## config.mk

```make
export PLATFORM = sky130hd
export DESIGN_NAME = reg_file
export DESIGN_NICKNAME = d
export VERILOG_FILES = /design/src/source/rv_isa_pkg.sv /design/src/source/reg_file.sv
export SDC_FILE = /design/constraint.sdc
export NUM_CORES = 2
export LEC_CHECK = 0
export BUFFER_PORTS_ARGS = -buffer_cell sky130_fd_sc_hd__buf_4
export CORE_ASPECT_RATIO = 1.1
export CORE_MARGIN = 10
export CORE_UTILIZATION = 60
export DETAILED_ROUTE_END_ITERATION = 6
export GPL_ROUTABILITY_DRIVEN = 0
export MAX_ROUTING_LAYER = met4
export PLACE_DENSITY = 0.77
export RECOVER_POWER = 50
export SETUP_SLACK_MARGIN = 0.02
export SLEW_MARGIN = 0
export SYNTH_ARGS = -nofsm -noshare
export SYNTH_HDL_FRONTEND = slang
export SYNTH_SLANG_ARGS = --single-unit
```

## constraint.sdc

```tcl
create_clock -name clk -period 3.19 [get_ports clk]
set_input_delay 0.638 -clock clk [delete_from_list [all_inputs] [get_ports clk]]
set_output_delay 0.638 -clock clk [all_outputs]
set_load 0.01 [all_outputs]
```

## src/source/rv_isa_pkg.sv

```systemverilog
package rv_isa_pkg;

	// data and address width
	localparam int xlen = 32;

	// memory depths in words
	localparam int imem_depth_log2 = 8;
	localparam int dmem_depth_log2 = 8;

	// funct fields that pick among forms of one opcode
	localparam logic [6:0] f7_sub = 7'b0100000;
	localparam logic [2:0] f3_beq = 3'b000;
	localparam logic [2:0] f3_bne = 3'b001;
	localparam logic [2:0] f3_sb = 3'b000;
	localparam logic [2:0] f3_sh = 3'b001;
	localparam logic [2:0] f3_sw = 3'b010;

	typedef enum logic [6:0] {
		op_lui = 7'b0110111,
		op_auipc = 7'b0010111,
		op_jal = 7'b1101111,
		op_jalr = 7'b1100111,
		op_branch = 7'b1100011,
		op_load = 7'b0000011,
		op_store = 7'b0100011,
		op_imm = 7'b0010011,
		op_reg = 7'b0110011
	} opcode_e;

	// funct3 of the register and immediate arithmetic forms
	typedef enum logic [2:0] {
		f3_add_sub = 3'b000,
		f3_slt = 3'b010,
		f3_xor = 3'b100,
		f3_or = 3'b110,
		f3_and = 3'b111
	} alu_funct3_e;

	typedef enum logic [2:0] {imm_i, imm_s, imm_b, imm_u, imm_j} imm_type_e;

	typedef enum logic [2:0] {alu_add, alu_sub, alu_and, alu_or, alu_xor, alu_slt} alu_op_e;

	// values equal the load funct3
	typedef enum logic [2:0] {
		ext_b = 3'b000,
		ext_h = 3'b001,
		ext_w = 3'b010,
		ext_bu = 3'b100,
		ext_hu = 3'b101
	} load_ext_e;

endpackage
```

## src/source/reg_file.sv

```systemverilog
`timescale 1ns/1ps

module reg_file import rv_isa_pkg::*; (
	input logic clk,
	input logic arst_n,
	input logic we,
	input logic [4:0] waddr,
	input logic [xlen-1:0] wdata,
	input logic [4:0] rs1,
	input logic [4:0] rs2,
	output logic [xlen-1:0] rs1_data,
	output logic [xlen-1:0] rs2_data
);
	// no storage for x0
	logic [xlen-1:0] regs [1:31];

	always_ff @(posedge clk or negedge arst_n) begin
		if (!arst_n) begin
			for (int i = 1; i < 32; i++) begin
				regs[i] <= '0;
			end
		end else if (we && waddr != 5'd0) begin
			regs[waddr] <= wdata;
		end
	end

	assign rs1_data = (rs1 == 5'd0) ? '0 : regs[rs1];
	assign rs2_data = (rs2 == 5'd0) ? '0 : regs[rs2];

endmodule

```

==> impl_metrics.toml <==
[routing]
first_pass_iters = 6
wire_per_inst_um = 35.0
drcViolationCount = 0
ant_nets = 0
drt-initial-drc-count = 4154
route.vias.total = 36582
routed_wl_um = 173000
routed_via_density = 7.41

[synth]
synth_top_area_share_pct = 46.4
synth_top_cells_by_count = "mux2_2, dfrtp_1, mux4_2"
synthesis.nets = 3662
synth_cells = 3612
yosysSeqAreaShare_pct = 46.4
yosysMostFrequentCell = "mux2_2"
synth_edf_count = 0
ys_types = 46
synthArstFlopShare_pct = 100
syn-cell-area_um2 = 53500
avgSynthCellArea_um2 = 14.8
synth_area_leaders = "dfrtp_1, mux2_2, mux4_2"
ys_seq_elements = 992
yosysTopAreaCell = "dfrtp_1"
yosys_most_used_dff = "dfrtp_1"
yosysWarnings = 0

[die]
die_h_um = 333
die_x_um = 305
die_area_um2 = 102000
num_rows = 114
start_util_pct = 60.7
ios = 114
core_um2 = 88100

[worst_setup_path]
path_cells = "buf_16 -> buf_16 -> buf_4 -> mux4_2 -> a22oi_1 -> nand3_1 -> o21a_1 -> buf_4"
cp.buffers_inverters = 4
rrSetupSlack_ns = 2.28
worst_r2r_endpoint = "regs[959]"
cp_data_required_time_ns = 2.55
critPathSlowestCell = "mux4_2"
reg2regPathDepth = 2
path_depth = 8
critPathTopFamily = "buffers and inverters"
critPathLaunchType = "input pin"
path_class = "in -> out"
crit_path_max_incr_delay_ns = 0.49
endpoint_kind = "output port"
cp_data_arrival_time_ns = 2.53
cp_max_fo = 18
reg2reg_from = "regs[959]"

[grt]
antenna_found_initial = 7
grt_first_pass_wirelength_um = 257000
overflow = 0
grt_use_total_pct = 34.5
grt_max_degree = 91
grt_pass1_vias = 38720

[clock_network]
numClockSinks = 992
cts_tree = "built"
clk_latency_ns = 0.69
cts.reportedPaths.clkPinSlew_ns = 0.06
root_buffer = "clkbuf_16"
numCtsBuffers = 105
cts.htree.levels = 3
max-clock-path-buffers = 3

[cells_and_area]
postLayoutCellArea_um2 = 60700
largest_reg_flops = 992
nNetsFinal = 3739
drive_gt1_share_pct = 52.3
reg_top3 = "regs (992)"
synthToLayoutAreaGrowth_pct = 13.5
top_register = "regs"
final_cells = 4940

[run_status]
violations = "max-capacitance violations, max-slew violations"
status = "finished, violations left"

[sta]
period_share_pct = 99.3
fin_skew_ns = 0
min_period_ns = 3.17
finalHoldViolCount = 0
drv_slew = 251
rsz0062_at_grt = "false"
timing.fmax_mhz = 316
finalSetupViolCount = 0
worst_slew_pin_slew_ns = 1.85
relSlewSlack_pct = -23.1

[power]
p_sw_share_pct = 27.6
power_frac_clock_pct = 34.2
peakVddDrop_v = 0.000544
power_frac_comb_pct = 21.4
total_leakage_power_uw = 0.0268
cellInternalPower_uw = 27800
seqPwrFrac_pct = 44.4
p_sw_uw = 10600
power.density_nw_per_um2 = 632

[placed_design]
port_buffers = 113
postPlaceCellArea_um2 = 57100
dpl.hpwl_um = 103000
place_inst = 4726

[min_path]
hp-start = "wdata[10]"
hold_end = "regs[778]"
holdPathStages = 2
hp-class = "in -> reg"

[job]
cap_viol_max_count = 10
-- worst register-to-register path: stages (launching register included) --
cell and delay [ns]:
dfrtp_1 0.39, buf_4 0.15, mux2_2 0.26
-- power groups by stage --
stage	registers, µW	logic [µW]	clock network, µW
6_report	17000	8200	13100
3_5_place_dp	17100	8070	0
3_3_place_gp	16800	7730	0
5_1_grt	17300	8720	13700
2_1_floorplan	16400	5950	0
4_1_cts	16900	8150	13200
-- per-stage QoR --
stage | setup TNS [ns] | power (µW) | utilization [%] | setup slack (ns) | hold slack [ns]
after floorplan | 0 | 22300 | - | 0.433 | 0.342
after global placement | -0.333 | 24500 | 64.7 | -0.226 | 0.480
after detailed placement | -0.257 | 25200 | 64.7 | -0.131 | 0.500
after CTS | 0 | 38200 | 69.0 | 0.0227 | 0.390
after global routing | 0 | 39700 | 68.9 | 0.0136 | 0.454
final | 0 | 38400 | 68.9 | 0.0237 | 0.416
-- cell usage in the layout (no fill, tap or decap), types with 17 or more instances in the layout --
master,n
and3_1,29
nor3_1,32
o211ai_1,32
dfrtp_1,992
clkbuf_1,42
mux2_2,1049
a221o_1,17
mux4_2,377
a221oi_1,42
mux2i_1,267
clkbuf_16,107
nor2_1,27
buf_12,79
o22ai_1,18
buf_4,231
nor2b_1,38
a22oi_1,101
clkbuf_8,27
mux2_1,20
o31a_1,28
-- layout make-up --
class	instances	area, µm²
Multi-Input combinational cell	2219	26900
Inverter	9	33.8
Fill cell	5798	27400
Clock inverter	36	579
Sequential cell	992	24800
Antenna cell	6	15.0
Clock buffer	156	3110
Timing Repair Buffer	362	3840
Tap cell	1160	1450
-- repair_timing --
item / CTS / global route
setup endpoints to repair: 17 / 26
resized for setup: 9 / 19
buffers inserted: 1 / 13
hold buffers: 1 / 0
pin swaps: 0 / 2
endpoints found under the hold margin: 42 / 0
cloned: 0 / 1
-- routing by layer --
layer	track usage, %	part of all wire [%]
met1	42.7	37
met5	-	0
met3	8.65	11
met2	51.9	46
met4	19.2	6.1
-- worst max-delay path by stage --
stage                         to  slack, ns    from
global route        rs1_data[19]       0.01  rs1[0]
detailed placement  rs2_data[31]      -0.13  rs2[0]
global placement    rs2_data[31]      -0.23  rs2[0]
CTS                 rs1_data[16]       0.02  rs1[0]
floorplan            rs1_data[0]       0.43  rs1[0]
finish              rs1_data[27]       0.02  rs1[0]
-- cell families (layout without fill, tap and decap cells) --
group,after synthesis,after routing,synth area share (%)
multiplexers,1713,1713,43.4
flip-flops,992,992,46.4
buffers and inverters,401,563,3.66
AO/OA/AOI/OAI,303,303,4.51
AND/OR/NAND/NOR,203,203,2.05
other,0,6,0
Note: power is estimated with default switching activity, not from simulation.
