<file path="src/source/rv_isa_pkg.sv">
package rv_isa_pkg;

	// data and address width
	localparam int xlen = 32;

	// memory depths in words
	localparam int imem_depth_log2 = 8;
	localparam int dmem_depth_log2 = 8;

	// funct fields that pick among forms of one opcode
	localparam logic [6:0] f7_sub = 7'b0100000;
	localparam logic [2:0] f3_beq = 3'b000;
	localparam logic [2:0] f3_bne = 3'b001;
	localparam logic [2:0] f3_sb = 3'b000;
	localparam logic [2:0] f3_sh = 3'b001;
	localparam logic [2:0] f3_sw = 3'b010;

	typedef enum logic [6:0] {
		op_lui = 7'b0110111,
		op_auipc = 7'b0010111,
		op_jal = 7'b1101111,
		op_jalr = 7'b1100111,
		op_branch = 7'b1100011,
		op_load = 7'b0000011,
		op_store = 7'b0100011,
		op_imm = 7'b0010011,
		op_reg = 7'b0110011
	} opcode_e;

	// funct3 of the register and immediate arithmetic forms
	typedef enum logic [2:0] {
		f3_add_sub = 3'b000,
		f3_slt = 3'b010,
		f3_xor = 3'b100,
		f3_or = 3'b110,
		f3_and = 3'b111
	} alu_funct3_e;

	typedef enum logic [2:0] {imm_i, imm_s, imm_b, imm_u, imm_j} imm_type_e;

	typedef enum logic [2:0] {alu_add, alu_sub, alu_and, alu_or, alu_xor, alu_slt} alu_op_e;

	// values equal the load funct3
	typedef enum logic [2:0] {
		ext_b = 3'b000,
		ext_h = 3'b001,
		ext_w = 3'b010,
		ext_bu = 3'b100,
		ext_hu = 3'b101
	} load_ext_e;

endpackage
</file>
<file path="src/source/cpu_ctrl_pkg.sv">
package cpu_ctrl_pkg;
	import rv_isa_pkg::*;

	// gpr write source, the csr entry of the old mux is gone
	typedef enum logic [1:0] {wb_imm, wb_alu, wb_pc4, wb_load} wb_sel_e;

	typedef enum logic {src_a_rs1, src_a_pc} src_a_e;
	typedef enum logic {src_b_rs2, src_b_imm} src_b_e;

	typedef enum logic [2:0] {npc_seq, npc_beq, npc_bne, npc_jal, npc_jalr} npc_sel_e;

	typedef struct packed {
		logic gpr_write;
		wb_sel_e wb_sel;
		src_a_e alu_src_a;
		src_b_e alu_src_b;
		alu_op_e alu_op;
		logic mem_read;
		logic mem_write;
		logic [3:0] store_mask;
		load_ext_e load_ext;
		npc_sel_e npc_sel;
	} ctrl_word_t;

	// no write anywhere, pc steps by 4
	localparam ctrl_word_t ctrl_nop = '{
		gpr_write: 1'b0,
		wb_sel: wb_alu,
		alu_src_a: src_a_rs1,
		alu_src_b: src_b_rs2,
		alu_op: alu_add,
		mem_read: 1'b0,
		mem_write: 1'b0,
		store_mask: 4'b0000,
		load_ext: ext_w,
		npc_sel: npc_seq
	};

	typedef struct packed {
		logic [xlen-1:0] pc;
		logic [xlen-1:0] instruction;
		logic rd_we;
		logic [4:0] rd;
		logic [xlen-1:0] rd_data;
		logic mem_we;
		logic [xlen-1:0] mem_addr;
		logic [3:0] mem_mask;
		logic [xlen-1:0] mem_wdata;
	} retire_t;

endpackage

</file>
<file path="src/source/decoder.sv">
`timescale 1ns/1ps

module decoder import rv_isa_pkg::*, cpu_ctrl_pkg::*; (
	input logic [xlen-1:0] instruction,
	output ctrl_word_t ctrl,
	output logic [xlen-1:0] imm,
	output logic [4:0] rs1,
	output logic [4:0] rs2,
	output logic [4:0] rd
);
	opcode_e opcode;
	logic [2:0] funct3;
	logic [6:0] funct7;
	imm_type_e imm_type;
	alu_op_e arith_op;
	logic arith_ok;

	assign opcode = opcode_e'(instruction[6:0]);
	assign funct3 = instruction[14:12];
	assign funct7 = instruction[31:25];
	assign rd = instruction[11:7];
	assign rs1 = instruction[19:15];
	assign rs2 = instruction[24:20];

	// shared by reg and imm forms, sub only in the reg form
	always_comb begin
		arith_op = alu_add;
		arith_ok = 1'b1;
		case (alu_funct3_e'(funct3))
			f3_add_sub: begin
				if (opcode == op_reg && funct7 == f7_sub) begin
					arith_op = alu_sub;
				end
			end
			f3_slt: arith_op = alu_slt;
			f3_xor: arith_op = alu_xor;
			f3_or: arith_op = alu_or;
			f3_and: arith_op = alu_and;
			// shifts and sltu are not implemented
			default: arith_ok = 1'b0;
		endcase
	end

	always_comb begin
		ctrl = ctrl_nop;
		imm_type = imm_i;
		case (opcode)
			op_lui: begin
				ctrl.gpr_write = 1'b1;
				ctrl.wb_sel = wb_imm;
				imm_type = imm_u;
			end
			op_auipc: begin
				ctrl.gpr_write = 1'b1;
				ctrl.alu_src_a = src_a_pc;
				ctrl.alu_src_b = src_b_imm;
				imm_type = imm_u;
			end
			op_jal: begin
				ctrl.gpr_write = 1'b1;
				ctrl.wb_sel = wb_pc4;
				ctrl.npc_sel = npc_jal;
				imm_type = imm_j;
			end
			op_jalr: begin
				ctrl.gpr_write = 1'b1;
				ctrl.wb_sel = wb_pc4;
				ctrl.npc_sel = npc_jalr;
			end
			op_branch: begin
				ctrl.alu_op = alu_sub;
				imm_type = imm_b;
				if (funct3 == f3_beq) begin
					ctrl.npc_sel = npc_beq;
				end else if (funct3 == f3_bne) begin
					ctrl.npc_sel = npc_bne;
				end
			end
			op_load: begin
				if (funct3 inside {ext_b, ext_h, ext_w, ext_bu, ext_hu}) begin
					ctrl.gpr_write = 1'b1;
					ctrl.wb_sel = wb_load;
					ctrl.alu_src_b = src_b_imm;
					ctrl.mem_read = 1'b1;
					ctrl.load_ext = load_ext_e'(funct3);
				end
			end
			op_store: begin
				ctrl.alu_src_b = src_b_imm;
				ctrl.mem_write = 1'b1;
				imm_type = imm_s;
				// mask for offset 0, data_mem shifts it
				case (funct3)
					f3_sb: ctrl.store_mask = 4'b0001;
					f3_sh: ctrl.store_mask = 4'b0011;
					f3_sw: ctrl.store_mask = 4'b1111;
					default: ctrl.mem_write = 1'b0;
				endcase
			end
			op_imm, op_reg: begin
				if (arith_ok) begin
					ctrl.gpr_write = 1'b1;
					ctrl.alu_op = arith_op;
					if (opcode == op_imm) begin
						ctrl.alu_src_b = src_b_imm;
					end
				end
			end
			default: ctrl = ctrl_nop;
		endcase
	end

	always_comb begin
		case (imm_type)
			imm_s: imm = {{20{instruction[31]}}, instruction[31:25], instruction[11:7]};
			imm_b: imm = {{19{instruction[31]}}, instruction[31], instruction[7],
				instruction[30:25], instruction[11:8], 1'b0};
			imm_u: imm = {instruction[31:12], 12'b0};
			imm_j: imm = {{11{instruction[31]}}, instruction[31], instruction[19:12],
				instruction[20], instruction[30:21], 1'b0};
			default: imm = {{20{instruction[31]}}, instruction[31:20]};
		endcase
	end

endmodule

</file>
<file path="config.mk">
export PLATFORM = sky130hd
export DESIGN_NAME = decoder
export DESIGN_NICKNAME = d
export VERILOG_FILES = /design/src/source/rv_isa_pkg.sv /design/src/source/cpu_ctrl_pkg.sv /design/src/source/decoder.sv
export SDC_FILE = /design/constraint.sdc
export NUM_CORES = 1
export LEC_CHECK = 0
export ABC_CLOCK_PERIOD_IN_PS = 3150
export BUFFER_PORTS_ARGS = -buffer_cell sky130_fd_sc_hd__buf_4
export CORE_MARGIN = 2
export CORE_UTILIZATION = 25
export DETAILED_ROUTE_END_ITERATION = 10
export GPL_TIMING_DRIVEN = 0
export PLACE_DENSITY = 0.58
export SYNTH_ARGS = -nofsm -noshare
export SYNTH_HDL_FRONTEND = slang
export SYNTH_SLANG_ARGS = --single-unit
</file>
<file path="constraint.sdc">
create_clock -name vclk -period 3.15
set_input_delay 0.945 -clock vclk [all_inputs]
set_output_delay 0.945 -clock vclk [all_outputs]
set_load 0.01 [all_outputs]
</file>
==> flow_metrics.env, run 1 <==
export IMPL_viasPerCell=4.68
export IMPL_setup_viol=0
export IMPL_pwr_share_comb_pct=100.0
export IMPL_max_vdd_ir_drop_uv=43.6
export IMPL_grt_first_pass_wirelength_mm=5.36
export IMPL_yosysWarnings=0
export IMPL_slew_viol_final=0
export IMPL_num_nets_final=266
export IMPL_die_x_um=65.0
export IMPL_worstMarginPinSlew_ns=0.603
export IMPL_core_area_um2=3610
export IMPL_power_leakage_uw=0.000948
export IMPL_num_fill_cells=375
export IMPL_crit_path_start_kind="input pin"
export IMPL_track_usage_pct=15.3
export IMPL_slowest_delay_ns=0.35
export IMPL_die_h_um=65.0
export IMPL_worst_path_dominant_cell_family="simple AND/OR/NAND/NOR gates"
export IMPL_maxCapViolCount=0
export IMPL_syn_inst=134
export IMPL_drtIter0Drc=38
export IMPL_place_area_um2=1730
export IMPL_worstPathArrival_ns=2.17
export IMPL_period_share_pct=98.8
export IMPL_synth_most_common_cell="buf_4"
export IMPL_rsz0062_at_grt="false"
export IMPL_grt_busiest_layer="met2"
export IMPL_synthesis_nets=166
export IMPL_cpMaxStageDelayCell="or3_4"
export IMPL_num_rows=22
export IMPL_slew_limit_headroom_pct=59.8
export IMPL_startpoint="instruction[3]"
export IMPL_overflow=0
export IMPL_crit_fanout=8
export IMPL_first_pass_iters=4
export IMPL_grt_util_met3_pct=1.56
export IMPL_drive_gt1_share_pct=62.9
export IMPL_seqPwrFrac_pct=0
export IMPL_critPathCaptureType="output port"
export IMPL_met2_usage_pct=26.2
export IMPL_switching_share_pct=45.7
export IMPL_die_area_um2=4220
export IMPL_holdCritStartpoint="instruction[9]"
export IMPL_port_buffers=98
export IMPL_synth_area_um2=930
export IMPL_path_cells="buf_4 > or2_4 > or3_4 > or3_4 > buf_6"
export IMPL_crit_buf_inv=2
export IMPL_post_route_util_pct=50.4
export IMPL_grtUsageMet1_pct=22.0
export IMPL_cp_data_required_time_ns=2.20
export IMPL_cp_common_cell="or3_4"
export IMPL_drc=0
export IMPL_tns_ns=0
export IMPL_io_pins=99
export IMPL_grt_pass1_vias=1093
export IMPL_clkPwrFrac_pct=0
export IMPL_worstSetupPathType="in2out"
export IMPL_regArea_um2=0
export IMPL_synth_cell_types=40
export IMPL_grt_max_degree=11
export IMPL_p_switching_uw=95.0
export IMPL_synth_common_cells="buf_4 (17), a21o_1 (11), nand3_1 (11), nor2_1 (11), o21ai_0 (11)"
export IMPL_drt_total_wl_mm=3.58
export IMPL_hpwl_mm=2.97
export IMPL_yosysTopAreaCell="buf_4"
export IMPL_max_freq_mhz=321
export IMPL_initial_core_util_pct=25.8
export IMPL_detail_route_antenna_nets=0
export IMPL_status="finished clean"
export IMPL_place_ws_ns=-0.113
export IMPL_gp_congestion=0.742
export IMPL_hold_class="in2out"
export IMPL_wire_per_inst_um=12.8
export IMPL_final_hold_viol_count=0
export IMPL_finalWorstSetupSlack_ns=0.0386
export IMPL_seq_area_frac_synth_pct=0
export IMPL_synthTopCellsByArea="buf_4 (14%), mux2_2 (9.7%), a21o_1 (8.9%), nand3_1 (5.9%), o21ai_0 (5.9%)"
export IMPL_synth_top_cell_area_share_pct=13.7
export IMPL_antenna_found_initial=0
export IMPL_powerDensity_nw_per_um2=114
export IMPL_vias=1309
export IMPL_n_antenna_cell=0
export IMPL_fin_crit_ns=3.11
export IMPL_num_clock_buffers=0
export IMPL_fin_area_um2=1820
export IMPL_syn_to_final_growth_pct=95.4
export IMPL_total_power_uw=208
export IMPL_seq_cell_count=0
export IMPL_intPower_uw=113
export IMPL_synth_area_per_cell_um2=6.94
final timing paths:
| kind | slack (ns) | endpoint | cells past startpoint |
|---|---|---|---|
| worst min-delay path | 2.16 | rd[2] | 3 |
| worst max-delay path | 0.04 | ctrl[4] | 5 |
power groups by stage:
stage               Clock [uW]  Combinational (uW)  Sequential (uW)
detailed placement           0                 203                0
floorplan                    0                96.9                0
global route                 0                 224                0
finish                       0                 208                0
CTS                          0                 206                0
global placement             0                 203                0
metrics by stage:
step,hold WS [ns],std cells
global placement,2.16,280
finish,2.16,280
detailed placement,2.16,280
CTS,2.16,282
floorplan,1.94,134
global route,2.17,280
cells by family after synthesis:
family	after synthesis	share of synthesized area [%]
AOI/OAI and AO/OA	36	28.3
xor gates and xnor gates	2	1.88
buffers and inverters	33	21.7
muxes	8	9.69
and+or+nand+nor	55	38.5
layout by cell type, fill, tap and decap left out, types with 3 or more instances in the layout:
cell / instances
a21o_1: 11
nand2_1: 4
nor2_1: 11
or3_4: 3
nor2b_1: 7
mux2_2: 8
buf_4: 117
buf_6: 3
inv_1: 4
o21ai_0: 11
a21oi_1: 3
nand3_1: 11
layer usage:
layer  vias to the layer above  wire length, um
li1                        668                -
met1                       597             1560
met2                        44             1790
met3                         0              223
met4                         0                0
met5                         -                0
final cells by class:
cell class                 count  area (um2)  share of cell area, %
multi-input combinational    101         779                   42.9
timing repair buffer         100         767                   42.2
buffer                        27         195                   10.7
tap                           48        60.1                   3.31
inverter                       4        15.0                  0.826
repair_timing:
action	4_1_cts	5_1_grt
pin swaps	1	2
setup endpoints to repair	10	27
gates resized for setup	3	13
setup buffers	2	0
hold buffers	0	0
(Power assumes the default switching activity.)
==> run 2, diff against run 1 <==
--- a/config.mk
+++ b/config.mk
@@ -5,6 +5,7 @@
 export SDC_FILE = /design/constraint.sdc
 export NUM_CORES = 1
 export LEC_CHECK = 0
+export ABC_AREA = 1
 export ABC_CLOCK_PERIOD_IN_PS = 3150
 export BUFFER_PORTS_ARGS = -buffer_cell sky130_fd_sc_hd__buf_4
 export CORE_MARGIN = 2
==> flow_metrics.env, run 2 <==
export IMPL_status="finished clean"
export IMPL_max_vdd_ir_drop_uv=40.2
export IMPL_rsz0062_at_grt="true"
export IMPL_slew_limit_headroom_pct=78.2
export IMPL_wire_per_inst_um=11.0
export IMPL_synth_common_cells="nand2_1 (52), nor2_1 (41), inv_1 (22), nand3_1 (19), buf_4 (18)"
export IMPL_dpl_cell_count=340
export IMPL_grt_pass1_vias=1284
export IMPL_synth_mux_area_share_pct=0
export IMPL_setup_viol=0
export IMPL_powerDensity_nw_per_um2=111
export IMPL_path_cells="buf_4 > inv_2 > nand2_1 > nor2_4 > nand2_1 > o21ai_0 > buf_4"
export IMPL_final_cell_mix="buf_4 (116), nand2_1 (52), nor2_1 (40)"
export IMPL_drtIter0Drc=62
export IMPL_overflow=0
export IMPL_viasPerCell=4.28
export IMPL_syn_to_final_growth_pct=86.9
export IMPL_die_x_um=65.2
export IMPL_synth_top_cell_area_share_pct=20.8
export IMPL_crit_path_start_kind="input pin"
export IMPL_port_buffers=99
export IMPL_postCtsSetupBuffers=0
export IMPL_total_power_uw=194
export IMPL_num_fill_cells=418
export IMPL_instances_no_fill=340
export IMPL_cpMaxStageDelayCell="o21ai_0"
export IMPL_seqPwrFrac_pct=0
export IMPL_seq_area_frac_synth_pct=0
export IMPL_initial_core_util_pct=25.8
export IMPL_power_leakage_uw=0.00107
export IMPL_switching_share_pct=47.5
export IMPL_grt_first_pass_wirelength_mm=5.84
export IMPL_antenna_found_initial=0
export IMPL_final_common_cell="buf_4"
export IMPL_n_antenna_cell=0
export IMPL_synth_compound_area_share_pct=3.74
export IMPL_drc=0
export IMPL_synth_area_um2=937
export IMPL_yosys_area_share_simple_pct=68.5
export IMPL_maxCapViolCount=0
export IMPL_worstPathArrival_ns=2.11
export IMPL_first_pass_iters=4
export IMPL_clkPwrFrac_pct=0
export IMPL_track_usage_pct=16.4
export IMPL_vias=1454
export IMPL_drive_gt1_share_pct=48.3
export IMPL_core_area_um2=3630
export IMPL_worstMarginPinSlew_ns=0.325
export IMPL_intPower_uw=102
export IMPL_hold_class="in2out"
export IMPL_synthesis_nets=225
export IMPL_critPathCaptureType="output port"
export IMPL_yosysTopAreaCell="nand2_1"
export IMPL_slew_viol_final=0
export IMPL_io_pins=99
export IMPL_grt_max_degree=11
export IMPL_cts_resized=0
export IMPL_synthTopCellsByArea="nand2_1 (21%), nor2_1 (16%), buf_4 (14%), nand3_1 (10%), inv_1 (8.8%)"
export IMPL_die_area_um2=4250
export IMPL_gp_congestion=0.812
export IMPL_synth_top_family_by_area="simple AND/OR/NAND/NOR gates"
export IMPL_synth_cell_types=19
export IMPL_pwr_share_comb_pct=100.0
export IMPL_p_switching_uw=92.3
export IMPL_worst_path_dominant_cell_family="simple AND/OR/NAND/NOR gates"
export IMPL_num_rows=22
export IMPL_regArea_um2=0
export IMPL_cp_data_required_time_ns=2.20
export IMPL_crit_fanout=8
export IMPL_slowest_delay_ns=0.25
export IMPL_seq_cell_count=0
export IMPL_synthAdderAreaFrac_pct=0
export IMPL_crit_buf_inv=3
export IMPL_die_h_um=65.2
export IMPL_yosysWarnings=0
export IMPL_detail_route_antenna_nets=0
export IMPL_num_clock_buffers=0
export IMPL_drt_total_wl_mm=3.73
export IMPL_fin_crit_ns=3.05
export IMPL_multi_input_area_um2=684
export IMPL_max_freq_mhz=327
export IMPL_synthXorXnorAreaFrac_pct=0
export IMPL_num_nets_final=326
export IMPL_period_share_pct=96.9
export IMPL_synth_most_common_cell="nand2_1"
export IMPL_syn_inst=193
export IMPL_postCtsHoldBufs=0
export IMPL_hpwl_mm=3.11
export IMPL_worstSetupPathType="in2out"
export IMPL_synth_area_per_cell_um2=4.86
export IMPL_final_hold_viol_count=0
run 2: changes by cell type in the layout (fill, tap and decap cells not counted), moves of 4 or more:
cell	change
nand2_1	+48
nand3_1	+8
a21o_1	-11
nand2_2	+5
nor2_1	+29
nor2_2	+5
o21ai_0	-7
inv_1	+18
nor2b_1	-7
nand4_1	+7
inv_2	+4
mux2_2	-8
run 2: cells by family after synthesis:
| logic type | after synthesis |
|---|---|
| AND/OR/NAND/NOR | 139 |
| AO/OA/AOI/OAI | 7 |
| buffers and inverters | 47 |
run 2: worst paths after layout:
| kind | start | endpoint | slack [ns] | depth (start not counted) |
|---|---|---|---|---|
| worst max-delay path | instruction[4] | ctrl[1] | 0.1 | 7 |
| worst min-delay path | instruction[19] | rs1[4] | 2.16 | 3 |
run 2: metrics by stage:
stage	utilization, %	hold WS, ns	TNS, ns	setup slack [ns]	cell area [um2]
floorplan	-	1.98	0	0.432	937
global placement	47.9	2.16	0	0.0837	1740
detailed placement	47.9	2.16	0	0.0926	1740
CTS	47.9	2.16	0	0.0885	1740
global route	48.2	2.17	-0.00703	-0.00703	1750
finish	48.2	2.16	0	0.0964	1750
run 2: final cells by class:
type,count,area share [%]
multi-input cells,146,39.1
well taps,48,3.43
repair buffers,99,42.4
inverters,26,5.57
plain buffers,21,9.50
run 2: layer usage:
layer  GRT usage (%)  wire length [um]  share of wire (%)  vias up
met3            1.88               306                8.2        0
met2            29.2              1780                 48       58
met4           0.521                 0                  0        0
met1            22.4              1650                 44      613
met5               0                 0                  0        -
li1                -                 -                  -      783
run 2: power groups by stage:
stage	clock network, uW	registers (uW)	logic, uW
floorplan	0	0	85.8
global placement	0	0	194
detailed placement	0	0	194
CTS	0	0	195
global route	0	0	213
finish	0	0	194
==> run 3, diff against run 2 <==
--- a/config.mk
+++ b/config.mk
@@ -6,13 +6,13 @@
 export NUM_CORES = 1
 export LEC_CHECK = 0
 export ABC_AREA = 1
-export ABC_CLOCK_PERIOD_IN_PS = 3150
+export ABC_CLOCK_PERIOD_IN_PS = 2480
 export BUFFER_PORTS_ARGS = -buffer_cell sky130_fd_sc_hd__buf_4
 export CORE_MARGIN = 2
 export CORE_UTILIZATION = 25
 export DETAILED_ROUTE_END_ITERATION = 10
 export GPL_TIMING_DRIVEN = 0
-export PLACE_DENSITY = 0.58
+export PLACE_DENSITY = 0.6
 export SYNTH_ARGS = -nofsm -noshare
 export SYNTH_HDL_FRONTEND = slang
 export SYNTH_SLANG_ARGS = --single-unit
==> constraint.sdc (replaced) <==
create_clock -name vclk -period 2.48
set_input_delay 0.124 -clock vclk [all_inputs]
set_output_delay 0.124 -clock vclk [all_outputs]
set_load 0.01 [all_outputs]
==> flow_metrics.env, run 3 (synthesized netlist as in run 2, its figures left out) <==
export IMPL_crit_fanout=10
export IMPL_period_share_pct=56.0
export IMPL_drive_gt1_share_pct=47.9
export IMPL_seq_cell_count=0
export IMPL_crit_path_start_kind="input pin"
export IMPL_max_freq_mhz=720
export IMPL_worstMarginPinSlew_ns=0.324
export IMPL_num_nets_final=326
export IMPL_track_usage_pct=15.9
export IMPL_num_rows=22
export IMPL_tns_ns=0
export IMPL_final_common_cell="buf_4"
export IMPL_slew_viol_final=0
export IMPL_drtIter0Drc=59
export IMPL_cts_resized=0
export IMPL_maxCapViolCount=0
export IMPL_first_pass_iters=4
export IMPL_antenna_found_initial=0
export IMPL_drt_total_wl_mm=3.69
export IMPL_power_leakage_uw=0.00106
export IMPL_syn_to_final_growth_pct=85.7
export IMPL_die_x_um=65.2
export IMPL_cp_data_required_time_ns=2.36
export IMPL_die_h_um=65.2
export IMPL_grt_max_degree=11
export IMPL_worstSetupPathType="in2out"
export IMPL_hold_slack_ns=0.519
export IMPL_regArea_um2=0
export IMPL_hold_class="in2out"
export IMPL_overflow=0
export IMPL_fin_crit_ns=1.39
export IMPL_final_cell_mix="buf_4 (117), nand2_1 (52), nor2_1 (41)"
export IMPL_worstPathArrival_ns=1.26
export IMPL_postCtsHoldBufs=0
export IMPL_port_buffers=99
export IMPL_max_vdd_ir_drop_uv=52.1
export IMPL_io_pins=99
export IMPL_grt_first_pass_wirelength_mm=5.64
export IMPL_initial_core_util_pct=25.8
export IMPL_drc=0
export IMPL_vias=1485
export IMPL_critPathCaptureType="output port"
export IMPL_setup_viol=0
export IMPL_status="finished clean"
export IMPL_core_area_um2=3630
export IMPL_gp_congestion=0.812
export IMPL_slew_limit_headroom_pct=78.4
export IMPL_n_antenna_cell=0
export IMPL_holdPathEnd="rs1[3]"
export IMPL_grt_pass1_vias=1267
export IMPL_detail_route_antenna_nets=0
export IMPL_wire_per_inst_um=10.8
export IMPL_min_path_cells=3
export IMPL_place_area_um2=1740
export IMPL_viasPerCell=4.37
export IMPL_hpwl_mm=3.06
export IMPL_final_hold_viol_count=0
export IMPL_postCtsSetupBuffers=0
export IMPL_die_area_um2=4250
export IMPL_powerDensity_nw_per_um2=141
export IMPL_num_clock_buffers=0
export IMPL_total_power_uw=245
export IMPL_holdCritStartpoint="instruction[18]"
export IMPL_rsz0062_at_grt="false"
export IMPL_fin_area_um2=1740
export IMPL_num_fill_cells=426
## run 3: per-stage QoR
stage | instances | utilization (%) | setup slack, ns
final | 340 | 47.9 | 1.09
after global routing | 340 | 47.9 | 0.999
after CTS | 340 | 47.9 | 1.09
after detailed placement | 340 | 47.9 | 1.10
after global placement | 340 | 47.9 | 1.09
after floorplan | 193 | - | 1.40
## run 3: layout make-up
type | instances | area [um2] | share of cell area [%]
Multi-Input combinational cell | 146 | 677 | 38.9
Inverter | 26 | 97.6 | 5.61
Tap cell | 48 | 60.1 | 3.45
Buffer | 21 | 163 | 9.35
Timing Repair Buffer | 99 | 743 | 42.7
## run 3: report_power, final
| group | total [uW] | internal, uW | switching (uW) |
|---|---|---|---|
| Clock | 0 | 0 | 0 |
| Combinational | 245 | 129 | 116 |
| Sequential | 0 | 0 | 0 |
## run 3: how the worst max path moves through the flow
stage,start,end,slack (ns),cells after the start
2_1_floorplan,instruction[3],ctrl[3],1.40,6
5_1_grt,instruction[4],imm[11],1.0,9
3_3_place_gp,instruction[1],imm[26],1.09,8
4_1_cts,instruction[1],imm[21],1.09,8
3_5_place_dp,instruction[1],imm[21],1.10,8
6_report,instruction[1],imm[21],1.09,8
## run 3: metal layers
metal / global-route usage (%) / vias up / part of all wire [%]
li1: - / 786 / -
met1: 21.8 / 637 / 45
met2: 27.7 / 62 / 47
met3: 2.23 / 0 / 8.2
met4: 0.781 / 0 / 0
met5: 0 / - / 0
## run 3: critical path, cell delays in order
cell	delay, ns
buf_4	0.08
nand2_2	0.10
nor2_1	0.26
nand2_2	0.17
nand4_2	0.13
buf_4	0.18
nand2_1	0.08
buf_4	0.14
