File: src/source/rv_isa_pkg.sv
package rv_isa_pkg;

	// data and address width
	localparam int xlen = 32;

	// memory depths in words
	localparam int imem_depth_log2 = 8;
	localparam int dmem_depth_log2 = 8;

	// funct fields that pick among forms of one opcode
	localparam logic [6:0] f7_sub = 7'b0100000;
	localparam logic [2:0] f3_beq = 3'b000;
	localparam logic [2:0] f3_bne = 3'b001;
	localparam logic [2:0] f3_sb = 3'b000;
	localparam logic [2:0] f3_sh = 3'b001;
	localparam logic [2:0] f3_sw = 3'b010;

	typedef enum logic [6:0] {
		op_lui = 7'b0110111,
		op_auipc = 7'b0010111,
		op_jal = 7'b1101111,
		op_jalr = 7'b1100111,
		op_branch = 7'b1100011,
		op_load = 7'b0000011,
		op_store = 7'b0100011,
		op_imm = 7'b0010011,
		op_reg = 7'b0110011
	} opcode_e;

	// funct3 of the register and immediate arithmetic forms
	typedef enum logic [2:0] {
		f3_add_sub = 3'b000,
		f3_slt = 3'b010,
		f3_xor = 3'b100,
		f3_or = 3'b110,
		f3_and = 3'b111
	} alu_funct3_e;

	typedef enum logic [2:0] {imm_i, imm_s, imm_b, imm_u, imm_j} imm_type_e;

	typedef enum logic [2:0] {alu_add, alu_sub, alu_and, alu_or, alu_xor, alu_slt} alu_op_e;

	// values equal the load funct3
	typedef enum logic [2:0] {
		ext_b = 3'b000,
		ext_h = 3'b001,
		ext_w = 3'b010,
		ext_bu = 3'b100,
		ext_hu = 3'b101
	} load_ext_e;

endpackage
File: src/source/cpu_ctrl_pkg.sv
package cpu_ctrl_pkg;
	import rv_isa_pkg::*;

	// gpr write source, the csr entry of the old mux is gone
	typedef enum logic [1:0] {wb_imm, wb_alu, wb_pc4, wb_load} wb_sel_e;

	typedef enum logic {src_a_rs1, src_a_pc} src_a_e;
	typedef enum logic {src_b_rs2, src_b_imm} src_b_e;

	typedef enum logic [2:0] {npc_seq, npc_beq, npc_bne, npc_jal, npc_jalr} npc_sel_e;

	typedef struct packed {
		logic gpr_write;
		wb_sel_e wb_sel;
		src_a_e alu_src_a;
		src_b_e alu_src_b;
		alu_op_e alu_op;
		logic mem_read;
		logic mem_write;
		logic [3:0] store_mask;
		load_ext_e load_ext;
		npc_sel_e npc_sel;
	} ctrl_word_t;

	// no write anywhere, pc steps by 4
	localparam ctrl_word_t ctrl_nop = '{
		gpr_write: 1'b0,
		wb_sel: wb_alu,
		alu_src_a: src_a_rs1,
		alu_src_b: src_b_rs2,
		alu_op: alu_add,
		mem_read: 1'b0,
		mem_write: 1'b0,
		store_mask: 4'b0000,
		load_ext: ext_w,
		npc_sel: npc_seq
	};

	typedef struct packed {
		logic [xlen-1:0] pc;
		logic [xlen-1:0] instruction;
		logic rd_we;
		logic [4:0] rd;
		logic [xlen-1:0] rd_data;
		logic mem_we;
		logic [xlen-1:0] mem_addr;
		logic [3:0] mem_mask;
		logic [xlen-1:0] mem_wdata;
	} retire_t;

endpackage

File: src/source/pc_unit.sv
`timescale 1ns/1ps

module pc_unit import rv_isa_pkg::*, cpu_ctrl_pkg::*; (
	input logic clk,
	input logic arst_n,
	input logic run,
	input npc_sel_e npc_sel,
	input logic [xlen-1:0] imm,
	input logic [xlen-1:0] rs1_data,
	input logic zero,
	output logic [xlen-1:0] pc,
	output logic [xlen-1:0] pc_plus4
);
	logic [xlen-1:0] pc_target;
	logic [xlen-1:0] jalr_sum;
	logic [xlen-1:0] pc_next;

	assign pc_plus4 = pc + 32'd4;
	assign pc_target = pc + imm;
	assign jalr_sum = rs1_data + imm;

	// zero comes from rs1 - rs2 in the alu
	always_comb begin
		case (npc_sel)
			npc_beq: pc_next = zero ? pc_target : pc_plus4;
			npc_bne: pc_next = zero ? pc_plus4 : pc_target;
			npc_jal: pc_next = pc_target;
			// bit 0 dropped as the isa requires
			npc_jalr: pc_next = {jalr_sum[xlen-1:1], 1'b0};
			default: pc_next = pc_plus4;
		endcase
	end

	// frozen while the program loads
	always_ff @(posedge clk or negedge arst_n) begin
		if (!arst_n) begin
			pc <= '0;
		end else if (run) begin
			pc <= pc_next;
		end
	end

	// only jalr can break alignment
	pc_aligned: assert property (
		@(posedge clk) disable iff (!arst_n)
		pc[1:0] == 2'b00
	) else $error("pc %h not word aligned", pc);

endmodule

File: config.mk
export PLATFORM = sky130hd
export DESIGN_NAME = pc_unit
export DESIGN_NICKNAME = d
export VERILOG_FILES = /design/src/source/rv_isa_pkg.sv /design/src/source/cpu_ctrl_pkg.sv /design/src/source/pc_unit.sv
export SDC_FILE = /design/constraint.sdc
export NUM_CORES = 1
export LEC_CHECK = 0
export ABC_CLOCK_PERIOD_IN_PS = 3600
export BUFFER_PORTS_ARGS = -buffer_cell sky130_fd_sc_hd__buf_4
export CAP_MARGIN = 20
export CELL_PAD_IN_SITES_DETAIL_PLACEMENT = 1
export CELL_PAD_IN_SITES_GLOBAL_PLACEMENT = 1
export CORE_MARGIN = 3
export CORE_UTILIZATION = 40
export CTS_CLUSTER_DIAMETER = 150
export CTS_CLUSTER_SIZE = 14
export DETAILED_ROUTE_END_ITERATION = 12
export PLACE_DENSITY_LB_ADDON = 0.25
export SLEW_MARGIN = 20
export SYNTH_ARGS = -nofsm -noshare
export SYNTH_HDL_FRONTEND = slang
export SYNTH_SLANG_ARGS = --single-unit
File: constraint.sdc
create_clock -name clk -period 3.6 [get_ports clk]
set_input_delay 0.18 -clock clk [delete_from_list [all_inputs] [get_ports clk]]
set_output_delay 0.18 -clock clk [all_outputs]
set_load 0.03 [all_outputs]
==> results_dict.tcl, run 1 <==
set metrics [dict create \
    n_antenna_cell 0 \
    portBuffers 134 \
    fin_nets 979 \
    async_flop_share 1.00 \
    min_period_ns 3.29 \
    top_register "pc" \
    clockPowerShare 0.131 \
    final_antenna_net_count 0 \
    ff2ff_setup_slack_ns 0.31 \
    path_cells "ha_1 -> a211oi_1 -> o211ai_1 -> a21oi_1 -> o2111ai_1 -> a41oi_1 -> o21ai_0 -> xnor2_1 -> a21bo_2 -> a221o_1" \
    largest_reg_flops 32 \
    status "finished, final reports clean" \
    cts.path.max_buffers 2 \
    syn_inst 720 \
    dpl.cell_count 1008 \
    crit_required_ns 3.78 \
    postCtsHoldBufs 1 \
    dr_total_vias 6338 \
    cap_violations 0 \
    cts_setup_buffers 0 \
    fin_tns_setup_ns 0 \
    fp-row-count 41 \
    drive_gt1_frac 0.209 \
    wire_per_inst_um 21.7 \
    grt_max_degree 67 \
    clock.fmax_mhz 304 \
    fp.dieArea_um2 15000 \
    overflow 0 \
    crit_path_top_delay_cell "dfrtp_1" \
    clock_sinks 32 \
    ir_worst_vdd_v 0.000280 \
    final_cells 1017 \
    p_sw_mw 2.18 \
    drt_iter0_markers 618 \
    cts_tree "yes" \
    syn_avg_cell_area_um2 7.55 \
    rsz0062_at_grt "false" \
    post_cts_resized 0 \
    dpl.hpwl_mm 17.5 \
    worst-endpoint-arrival_ns 3.47 \
    top_regs "pc x32" \
    p_sw_frac 0.524 \
    ys_types 71 \
    cp-start-kind "flop" \
    via_per_inst 6.23 \
    finalSetupViolCount 0 \
    internal_power_mw 1.98 \
    grt_pass1_vias 6415 \
    p_seq_frac 0.173 \
    p_total_mw 4.15 \
    syn_nets 855 \
    htree_levels 2 \
    synth_seq_cells 32 \
    max_slew_margin 0.506 \
    place.gp.congestion 0.946 \
    p_comb_frac 0.696 \
    die_w_um 123 \
    synth-main-ff-cell "dfrtp_1" \
    hold_path.class "in -> reg" \
    power_density_nw_per_um2 609 \
    initial_core_util 0.420 \
    ys_warn_count 0 \
    core_um2 12900 \
    drc_errors 0 \
    tightest_slew_ns 0.738 \
    synth-seq-area-share 0.147 \
    pin_count 135 \
    drt-pass1-iter-count 5 \
    criticalPathCategory "reg -> reg" \
    antenna_found_initial 0 \
    groute.usage.overall 0.295 \
    grt_pass1_wl_mm 34.9 \
    insertion_delay_ns 0.29 \
    drv_slew 0 \
    root_buffer "clkbuf_16" \
    synth_edf_count 0 \
    critical-path-max-stage-delay_ns 0.48 \
    static-leakage-power_nw 3.05 \
    wirelength_mm 22.1 \
    hold_viol 0 \
    cts-buffers-inserted 5 \
    fin_worst_skew_ns 0.00744 \
    crit_fanout 7 \
    end_kind "flop" \
    cts.reportedPaths.clkPinSlew_ns 0.06 \
    fin_crit_sh 0.914 \
    area_growth_pct 25.4 \
    syn_area_um2 5440 \
    die_h_um 123 \
]
## cell usage in the layout (no fill, tap or decap), types with 10 or more instances in the layout
cell type	synthesis	routed
xor2_1	25	25
nand2_1	57	57
a21oi_1	69	69
mux2i_1	10	10
inv_1	17	17
ha_1	62	62
a21o_1	26	26
nor2_1	66	66
o21ai_0	42	42
xnor2_1	46	46
nor3_1	17	17
dfrtp_1	32	32
buf_4	2	145
o22ai_1	10	10
a31oi_1	15	15
nand2b_1	14	14
nand3_1	28	28
nand4_1	12	12
## cell usage after synthesis, drive strengths merged, types with 11 or more instances
cell,number,share of area
a21oi,70,0.067
nor2,66,0.046
ha,62,0.14
nand2,57,0.039
xnor2,46,0.074
o21ai,45,0.043
dfrtp,32,0.15
nand3,28,0.026
a21o,27,0.038
clkbuf,26,0.018
xor2,25,0.040
nor3,18,0.017
inv,17,0.012
a31oi,15,0.017
nand2b,14,0.016
nand4,12,0.014
o22ai,11,0.014
## through the flow
stage	instance area, um^2	hold WS [ns]	setup slack (ns)	util
after floorplan	5440	-0.116	0.569	-
after global placement	6620	0.176	0.465	0.512
after detailed placement	6620	0.180	0.374	0.512
after CTS	6820	0.294	0.340	0.527
after global routing	6820	0.311	0.0340	0.527
final	6820	0.293	0.309	0.527
## worst max-delay path, delay by kind of cell, from the launching register on
family	cells	cell delay (ns)
AOI/OAI and AO/OA	8	2.21
xor gates and xnor gates	1	0.18
adders and majority gates	1	0.29
DFF	1	0.48
## cell families (layout without fill, tap and decap cells)
family | Yosys count | after routing | synth area share
xor gates and xnor gates | 71 | 71 | 0.114
AOI/OAI and AO/OA | 257 | 257 | 0.320
muxes | 10 | 10 | 0.0184
and+or+nand+nor | 240 | 240 | 0.217
DFF | 32 | 32 | 0.147
adders and majority gates | 64 | 64 | 0.150
buffers and inverters | 46 | 171 | 0.0331
## path summary, 6_finish.rpt
check,from,end,cells past startpoint
setup / recovery,pc[2]$_DFFE_PN0P_,pc[31]$_DFFE_PN0P_,10
min in group asynchronous,arst_n,pc[1]$_DFFE_PN0P_,2
hold / removal,imm[0],pc[0]$_DFFE_PN0P_,3
hold reg to reg,pc[0]$_DFFE_PN0P_,pc[0]$_DFFE_PN0P_,1
setup reg to reg,pc[2]$_DFFE_PN0P_,pc[31]$_DFFE_PN0P_,10
max in group asynchronous,arst_n,pc[15]$_DFFE_PN0P_,2
## power groups by stage
stage / Sequential (mW) / Clock (mW) / Combinational, mW
6_report: 0.717 / 0.545 / 2.89
5_1_grt: 0.737 / 0.566 / 3.11
4_1_cts: 0.712 / 0.547 / 2.86
3_5_place_dp: 0.716 / 0 / 2.84
3_3_place_gp: 0.704 / 0 / 2.77
2_1_floorplan: 0.857 / 0 / 1.75
## layer usage
metal | up-vias | wire, um | GRT usage
met2 | 278 | 9940 | 0.464
met1 | 3070 | 9950 | 0.421
met3 | 39 | 1830 | 0.0530
met4 | 0 | 380 | 0.0637
li1 | 2951 | - | -
met5 | - | 0 | 0
## cell type report
type | instances | area (um^2)
fill | 1665 | 6110
multi-input combinational | 642 | 4450
timing repair buffer | 146 | 1100
sequential | 32 | 801
tap | 172 | 215
clock buffer | 7 | 153
inverter | 17 | 63.8
clock inverter | 1 | 30.0
(Power assumes the default switching activity.)
==> run 2, diff against run 1 <==
--- a/config.mk
+++ b/config.mk
@@ -10,12 +10,12 @@
 export CAP_MARGIN = 20
 export CELL_PAD_IN_SITES_DETAIL_PLACEMENT = 1
 export CELL_PAD_IN_SITES_GLOBAL_PLACEMENT = 1
-export CORE_MARGIN = 3
 export CORE_UTILIZATION = 40
 export CTS_CLUSTER_DIAMETER = 150
 export CTS_CLUSTER_SIZE = 14
 export DETAILED_ROUTE_END_ITERATION = 12
 export PLACE_DENSITY_LB_ADDON = 0.25
+export SKIP_LAST_GASP = 1
 export SLEW_MARGIN = 20
 export SYNTH_ARGS = -nofsm -noshare
 export SYNTH_HDL_FRONTEND = slang
==> run 2 against run 1 <==
Clock-buffer cell count fell by 1. Core utilization fell by 1.6 points. Power fell by 2.5%. Non-clock buffer count fell by 3. Sequential power barely moved. Global-route usage rose by 1.4 points. Die area fell by 6.4%. Clock skew fell by 0.00094 ns. Flip-flop and latch count did not move. Routed wire length fell by 1.6%. Via count fell by 1.3%. Critical path type unchanged. Largest cell class unchanged.
==> results_dict.tcl, run 2 (synthesis results as in run 1) <==
set metrics [dict create \
    overflow 0 \
    root_buffer "clkbuf_16" \
    final_antenna_net_count 0 \
    top_regs "pc x32" \
    fin_tns_setup_ns 0 \
    fin_nets 976 \
    rsz0062_at_grt "false" \
    wire_per_inst_um 21.4 \
    core_um2 13200 \
    cp-start-kind "flop" \
    final_core_util 0.511 \
    grt_max_degree 67 \
    pin_count 135 \
    fp.dieArea_um2 14100 \
    crit_fanout 7 \
    die_h_um 119 \
    power_density_nw_per_um2 598 \
    status "finished, final reports clean" \
    crit_required_ns 3.78 \
    die_w_um 119 \
    htree_levels 2 \
    drive_gt1_frac 0.207 \
    hold_path.class "in -> reg" \
    fin_crit_sh 0.930 \
    mostFrequentLayoutCell "buf_4" \
    drt_iter0_markers 309 \
    drt-pass1-iter-count 4 \
    clock_sinks 32 \
    initial_core_util 0.410 \
    final_cell_mix "buf_4 (142), a21oi_1 (69), nor2_1 (66)" \
    max_slew_margin 0.521 \
    clock.fmax_mhz 299 \
    drv_slew 0 \
    static-leakage-power_nw 3.02 \
    hold_viol 0 \
    grt_pass1_vias 6546 \
    dr_total_vias 6257 \
    grt_pass1_wl_mm 34.5 \
    top_register "pc" \
    tightest_slew_ns 0.719 \
    wirelength_mm 21.7 \
    drc_errors 0 \
    finalSetupViolCount 0 \
    fp-row-count 42 \
    portBuffers 134 \
    cts.reportedPaths.clkPinSlew_ns 0.06 \
    via_per_inst 6.15 \
    place.gp.congestion 0.929 \
    antenna_found_initial 0 \
    end_kind "flop" \
    cts.path.max_buffers 2 \
    largest_reg_flops 32 \
    criticalPathCategory "reg -> reg" \
    min_period_ns 3.35 \
    ir_worst_vdd_v 0.000322 \
    groute.usage.overall 0.309 \
    cap_violations 0 \
    insertion_delay_ns 0.29 \
    cts_tree "yes" \
    worst-endpoint-arrival_ns 3.52 \
    cts-buffers-inserted 5 \
    dpl.hpwl_mm 16.9 \
    fin_worst_skew_ns 0.00651 \
    area_growth_pct 24.4 \
    n_antenna_cell 0 \
]
[run 2: timing repair]
action | CTS | global route
gates resized for setup | 0 | 0
endpoints found under the hold margin | 32 | 0
hold buffers | 1 | 0
setup buffers | 0 | 0
[run 2: final timing paths]
| path | cells past startpoint | startpoint | slack (ns) | to |
|---|---|---|---|---|
| hold reg to reg | 1 | pc[0]$_DFFE_PN0P_ | 0.59 | pc[0]$_DFFE_PN0P_ |
| max in group asynchronous | 2 | arst_n | 2.82 | pc[19]$_DFFE_PN0P_ |
| setup reg to reg | 10 | pc[2]$_DFFE_PN0P_ | 0.25 | pc[31]$_DFFE_PN0P_ |
| hold / removal | 3 | imm[0] | 0.31 | pc[0]$_DFFE_PN0P_ |
| min in group asynchronous | 2 | arst_n | 0.41 | pc[29]$_DFFE_PN0P_ |
| setup / recovery | 10 | pc[2]$_DFFE_PN0P_ | 0.25 | pc[31]$_DFFE_PN0P_ |
[run 2: power by group]
group	internal, mW	switching [mW]	total, mW
Combinational	1.14	1.73	2.86
Clock	0.274	0.191	0.464
Sequential	0.472	0.248	0.720
[run 2: final cells by class]
type                       instances  area (um^2)
fill                            1690         6480
multi-input combinational        642         4450
timing repair buffer             143         1080
sequential                        32          801
tap                              176          220
clock buffer                       6          139
inverter                          17         63.8
clock inverter                     2         10.0
[run 2: metrics by stage]
step / setup slack, ns / hold WS (ns) / power, mW / area [um^2] / cells
after floorplan: 0.569 / -0.116 / 2.61 / 5440 / 720
after global placement: 0.328 / 0.190 / 3.46 / 6610 / 1009
after detailed placement: 0.257 / 0.188 / 3.54 / 6610 / 1009
after CTS: 0.230 / 0.320 / 4.02 / 6760 / 1018
after global routing: 0.00586 / 0.332 / 4.29 / 6760 / 1018
final: 0.253 / 0.314 / 4.05 / 6760 / 1018
[run 2: critical path, stage by stage, from the launching register on]
cell	delay, ns
dfrtp_1	0.48
ha_1	0.39
o211ai_1	0.26
o211ai_1	0.17
a21oi_1	0.32
o2111ai_1	0.25
a41oi_1	0.40
o21ai_0	0.25
xnor2_1	0.20
a21bo_2	0.23
a221o_1	0.28
[run 2: per-layer routing]
metal  part of all wire  track usage  routed length (um)  vias up
met5                  0            0                   0        -
met4              0.042        0.154                 913        0
met3              0.056       0.0333                1220       55
met2               0.50        0.550               10800      209
met1               0.41        0.364                8820     3052
li1                   -            -                   -     2941
==> run 3, diff against run 2 <==
--- a/config.mk
+++ b/config.mk
@@ -5,12 +5,13 @@
 export SDC_FILE = /design/constraint.sdc
 export NUM_CORES = 1
 export LEC_CHECK = 0
+export ABC_AREA = 1
 export ABC_CLOCK_PERIOD_IN_PS = 3600
 export BUFFER_PORTS_ARGS = -buffer_cell sky130_fd_sc_hd__buf_4
 export CAP_MARGIN = 20
 export CELL_PAD_IN_SITES_DETAIL_PLACEMENT = 1
 export CELL_PAD_IN_SITES_GLOBAL_PLACEMENT = 1
-export CORE_UTILIZATION = 40
+export CORE_UTILIZATION = 38
 export CTS_CLUSTER_DIAMETER = 150
 export CTS_CLUSTER_SIZE = 14
 export DETAILED_ROUTE_END_ITERATION = 12
==> run 3 against run 2 <==
Combinational power rose by 8.4%. Final area rose by 33%. Clock power rose by 17%. Clock-buffer cell count rose by 1. Global-route usage rose by 2.4 points. First-iteration DRC count rose by 59%. Routed wire length rose by 52%. Setup slack improved by 0.79 ns. Critical path type is now reg -> out. Highest routed layer unchanged.
==> results_dict.tcl, run 3 <==
set metrics [dict create \
    status "finished, final reports clean" \
    worst-endpoint-arrival_ns 2.37 \
    wire_per_inst_um 17.6 \
    max_slew_margin 0.573 \
    fp-row-count 50 \
    portBuffers 134 \
    stdcell_area_um2 8960 \
    groute.usage.overall 0.332 \
    dpl.cell_count 1864 \
    syn_inst 1483 \
    crit_fanout 7 \
    clock_sinks 32 \
    die_w_um 142 \
    async_flop_share 1.00 \
    hold_end "pc[0]$_DFFE_PN0P_" \
    r2r_start "pc[4]$_DFFE_PN0P_" \
    hold_path.class "in -> reg" \
    grt_pass1_vias 9809 \
    post-place-ws_ns 1.09 \
    fin_tns_setup_ns 0 \
    drv_slew 0 \
    drive_gt1_frac 0.109 \
    final_antenna_net_count 0 \
    area_growth_pct 19.6 \
    syn_area_um2 7490 \
    core_um2 19000 \
    whs_path_depth 4 \
    cap_violations 0 \
    finalSetupViolCount 0 \
    placed_area_um2 8770 \
    synth_top_area_frac 0.298 \
    die_h_um 142 \
    path_common_cell "nand2_1" \
    crit_path_top_delay_cell "dfrtp_1" \
    cts.reportedPaths.clkPinSlew_ns 0.06 \
    antenna_found_initial 0 \
    insertion_delay_ns 0.29 \
    grt_pass1_wl_mm 51.2 \
    yosys-top-cells-area "nand2_1 (30%), inv_1 (16%), dfrtp_1 (11%)" \
    criticalPathCategory "reg -> out" \
    ys_warn_count 0 \
    cts-buffers-inserted 5 \
    cp-start-kind "flop" \
    n_antenna_cell 0 \
    r2r-end "pc[22]$_DFFE_PN0P_" \
    rsz0062_at_grt "false" \
    crit_required_ns 3.42 \
    cts_setup_buffers 0 \
    htree_levels 2 \
    drt-pass1-iter-count 5 \
    fp.dieArea_um2 20300 \
    largest_reg_flops 32 \
    power_density_nw_per_um2 484 \
    post_cts_resized 0 \
    fin_worst_skew_ns 0.00305 \
    min-delay-start "imm[0]" \
    synth-seq-area-share 0.107 \
    ys_top_cells_by_count "nand2_1 (594), inv_1 (317), nand3_1 (123)" \
    grt_max_degree 39 \
    drt_iter0_markers 492 \
    final_cell_mix "nand2_1 (594), inv_1 (317), buf_4 (136)" \
    fin_crit_sh 0.710 \
    initial_core_util 0.394 \
    dr_total_vias 9653 \
    synth_edf_count 0 \
    synth.most_common_cell "nand2_1" \
    yosysTopAreaCell "nand2_1" \
    top_register "pc" \
    place.gp.congestion 0.984 \
    root_buffer "clkbuf_16" \
    critical-path-max-stage-delay_ns 0.56 \
    cts_tree "yes" \
    pin_count 135 \
    path_cells "nand2_1 -> nor3_1 -> nand2_1 -> nor2_1 -> nand2_1 -> xor2_1 -> inv_1 -> buf_4" \
    syn_avg_cell_area_um2 5.05 \
    wirelength_mm 33.1 \
    overflow 0 \
    syn_nets 1618 \
    dpl.hpwl_mm 28.7 \
    min_period_ns 2.55 \
    ff2ff_setup_slack_ns 1.15 \
    final_cells 1873 \
    static-leakage-power_nw 5.49 \
    tightest_slew_ns 0.636 \
    reg2regPathDepth 14 \
    ir_worst_vdd_v 0.000487 \
    cts.path.max_buffers 2 \
    top_regs "pc x32" \
    synth_seq_cells 32 \
    via_per_inst 5.15 \
    postCtsHoldBufs 1 \
    drc_errors 0 \
    fin_nets 1747 \
    clock.fmax_mhz 391 \
    end_kind "output port" \
    ys_types 39 \
    mostFrequentLayoutCell "nand2_1" \
    hold_viol 0 \
    synth-main-ff-cell "dfrtp_1" \
    setup_slack_ns 1.05 \
]
[run 3: changes by cell type in the layout (fill, tap and decap cells not counted), moves of 10 or more]
cell	before	now
nand2b_1	14	0
nor2_1	66	110
nand2_1	57	594
o21ai_1	1	13
xnor2_1	46	5
a21o_1	26	1
xor2_1	25	13
a31oi_1	15	0
inv_1	17	317
mux2i_1	10	0
o21ai_0	42	31
nand3_1	28	123
[run 3: worst max-delay path by stage]
stage,startpoint,to,slack (ns),cells past startpoint
finish,pc[21]$_DFFE_PN0P_,pc_plus4[23],1.05,8
detailed placement,zero,pc[22]$_DFFE_PN0P_,1.09,11
CTS,pc[20]$_DFFE_PN0P_,pc_plus4[23],1.05,8
floorplan,pc[2]$_DFFE_PN0P_,pc[10]$_DFFE_PN0P_,1.37,9
global placement,zero,pc[22]$_DFFE_PN0P_,1.13,11
global route,pc[20]$_DFFE_PN0P_,pc_plus4[23],0.92,8
[run 3: kinds of logic after synthesis]
group / Yosys count / synth area share
xor gates and xnor gates: 18 / 0.0210
AOI/OAI and AO/OA: 118 / 0.0830
muxes: 1 / 0.00150
adders and majority gates: 64 / 0.109
buffers and inverters: 341 / 0.173
and+or+nand+nor: 909 / 0.506
DFF: 32 / 0.107
[run 3: layer usage]
layer,track usage,vias to the layer above,share of wire
met5,0,-,0
li1,-,4785,-
met3,0.0279,52,0.047
met4,0.112,0,0.030
met2,0.572,260,0.46
met1,0.434,4556,0.46
[run 3: cell type report]
| cell class | instances | area (um^2) |
|---|---|---|
| Fill cell | 2926 | 10100 |
| Multi-Input combinational cell | 1110 | 5400 |
| Inverter | 326 | 1220 |
| Timing Repair Buffer | 137 | 1030 |
| Sequential cell | 32 | 801 |
| Tap cell | 260 | 325 |
| Clock buffer | 7 | 153 |
| Clock inverter | 1 | 30.0 |
[run 3: worst max-delay path: cells and delay by family (launching register included)]
kind | cells | cell delay (ns)
buffers and inverters | 2 | 0.25
xor gates and xnor gates | 1 | 0.24
and+or+nand+nor | 5 | 1.04
DFF | 1 | 0.56
[run 3: where the power goes]
part	total (mW)	leakage [nW]	internal [mW]	switching (mW)
combinational	3.10	5.04	1.01	2.09
sequential	0.695	0.360	0.451	0.244
clock	0.545	0.0901	0.365	0.180
total	4.34	5.49	1.82	2.52
[run 3: through the flow]
step | hold slack [ns] | util | power, mW
final | 0.307 | 0.471 | 4.34
after global routing | 0.342 | 0.471 | 4.66
after CTS | 0.304 | 0.471 | 4.31
after detailed placement | 0.163 | 0.461 | 3.75
after global placement | 0.162 | 0.461 | 3.67
after floorplan | -0.116 | - | 2.66
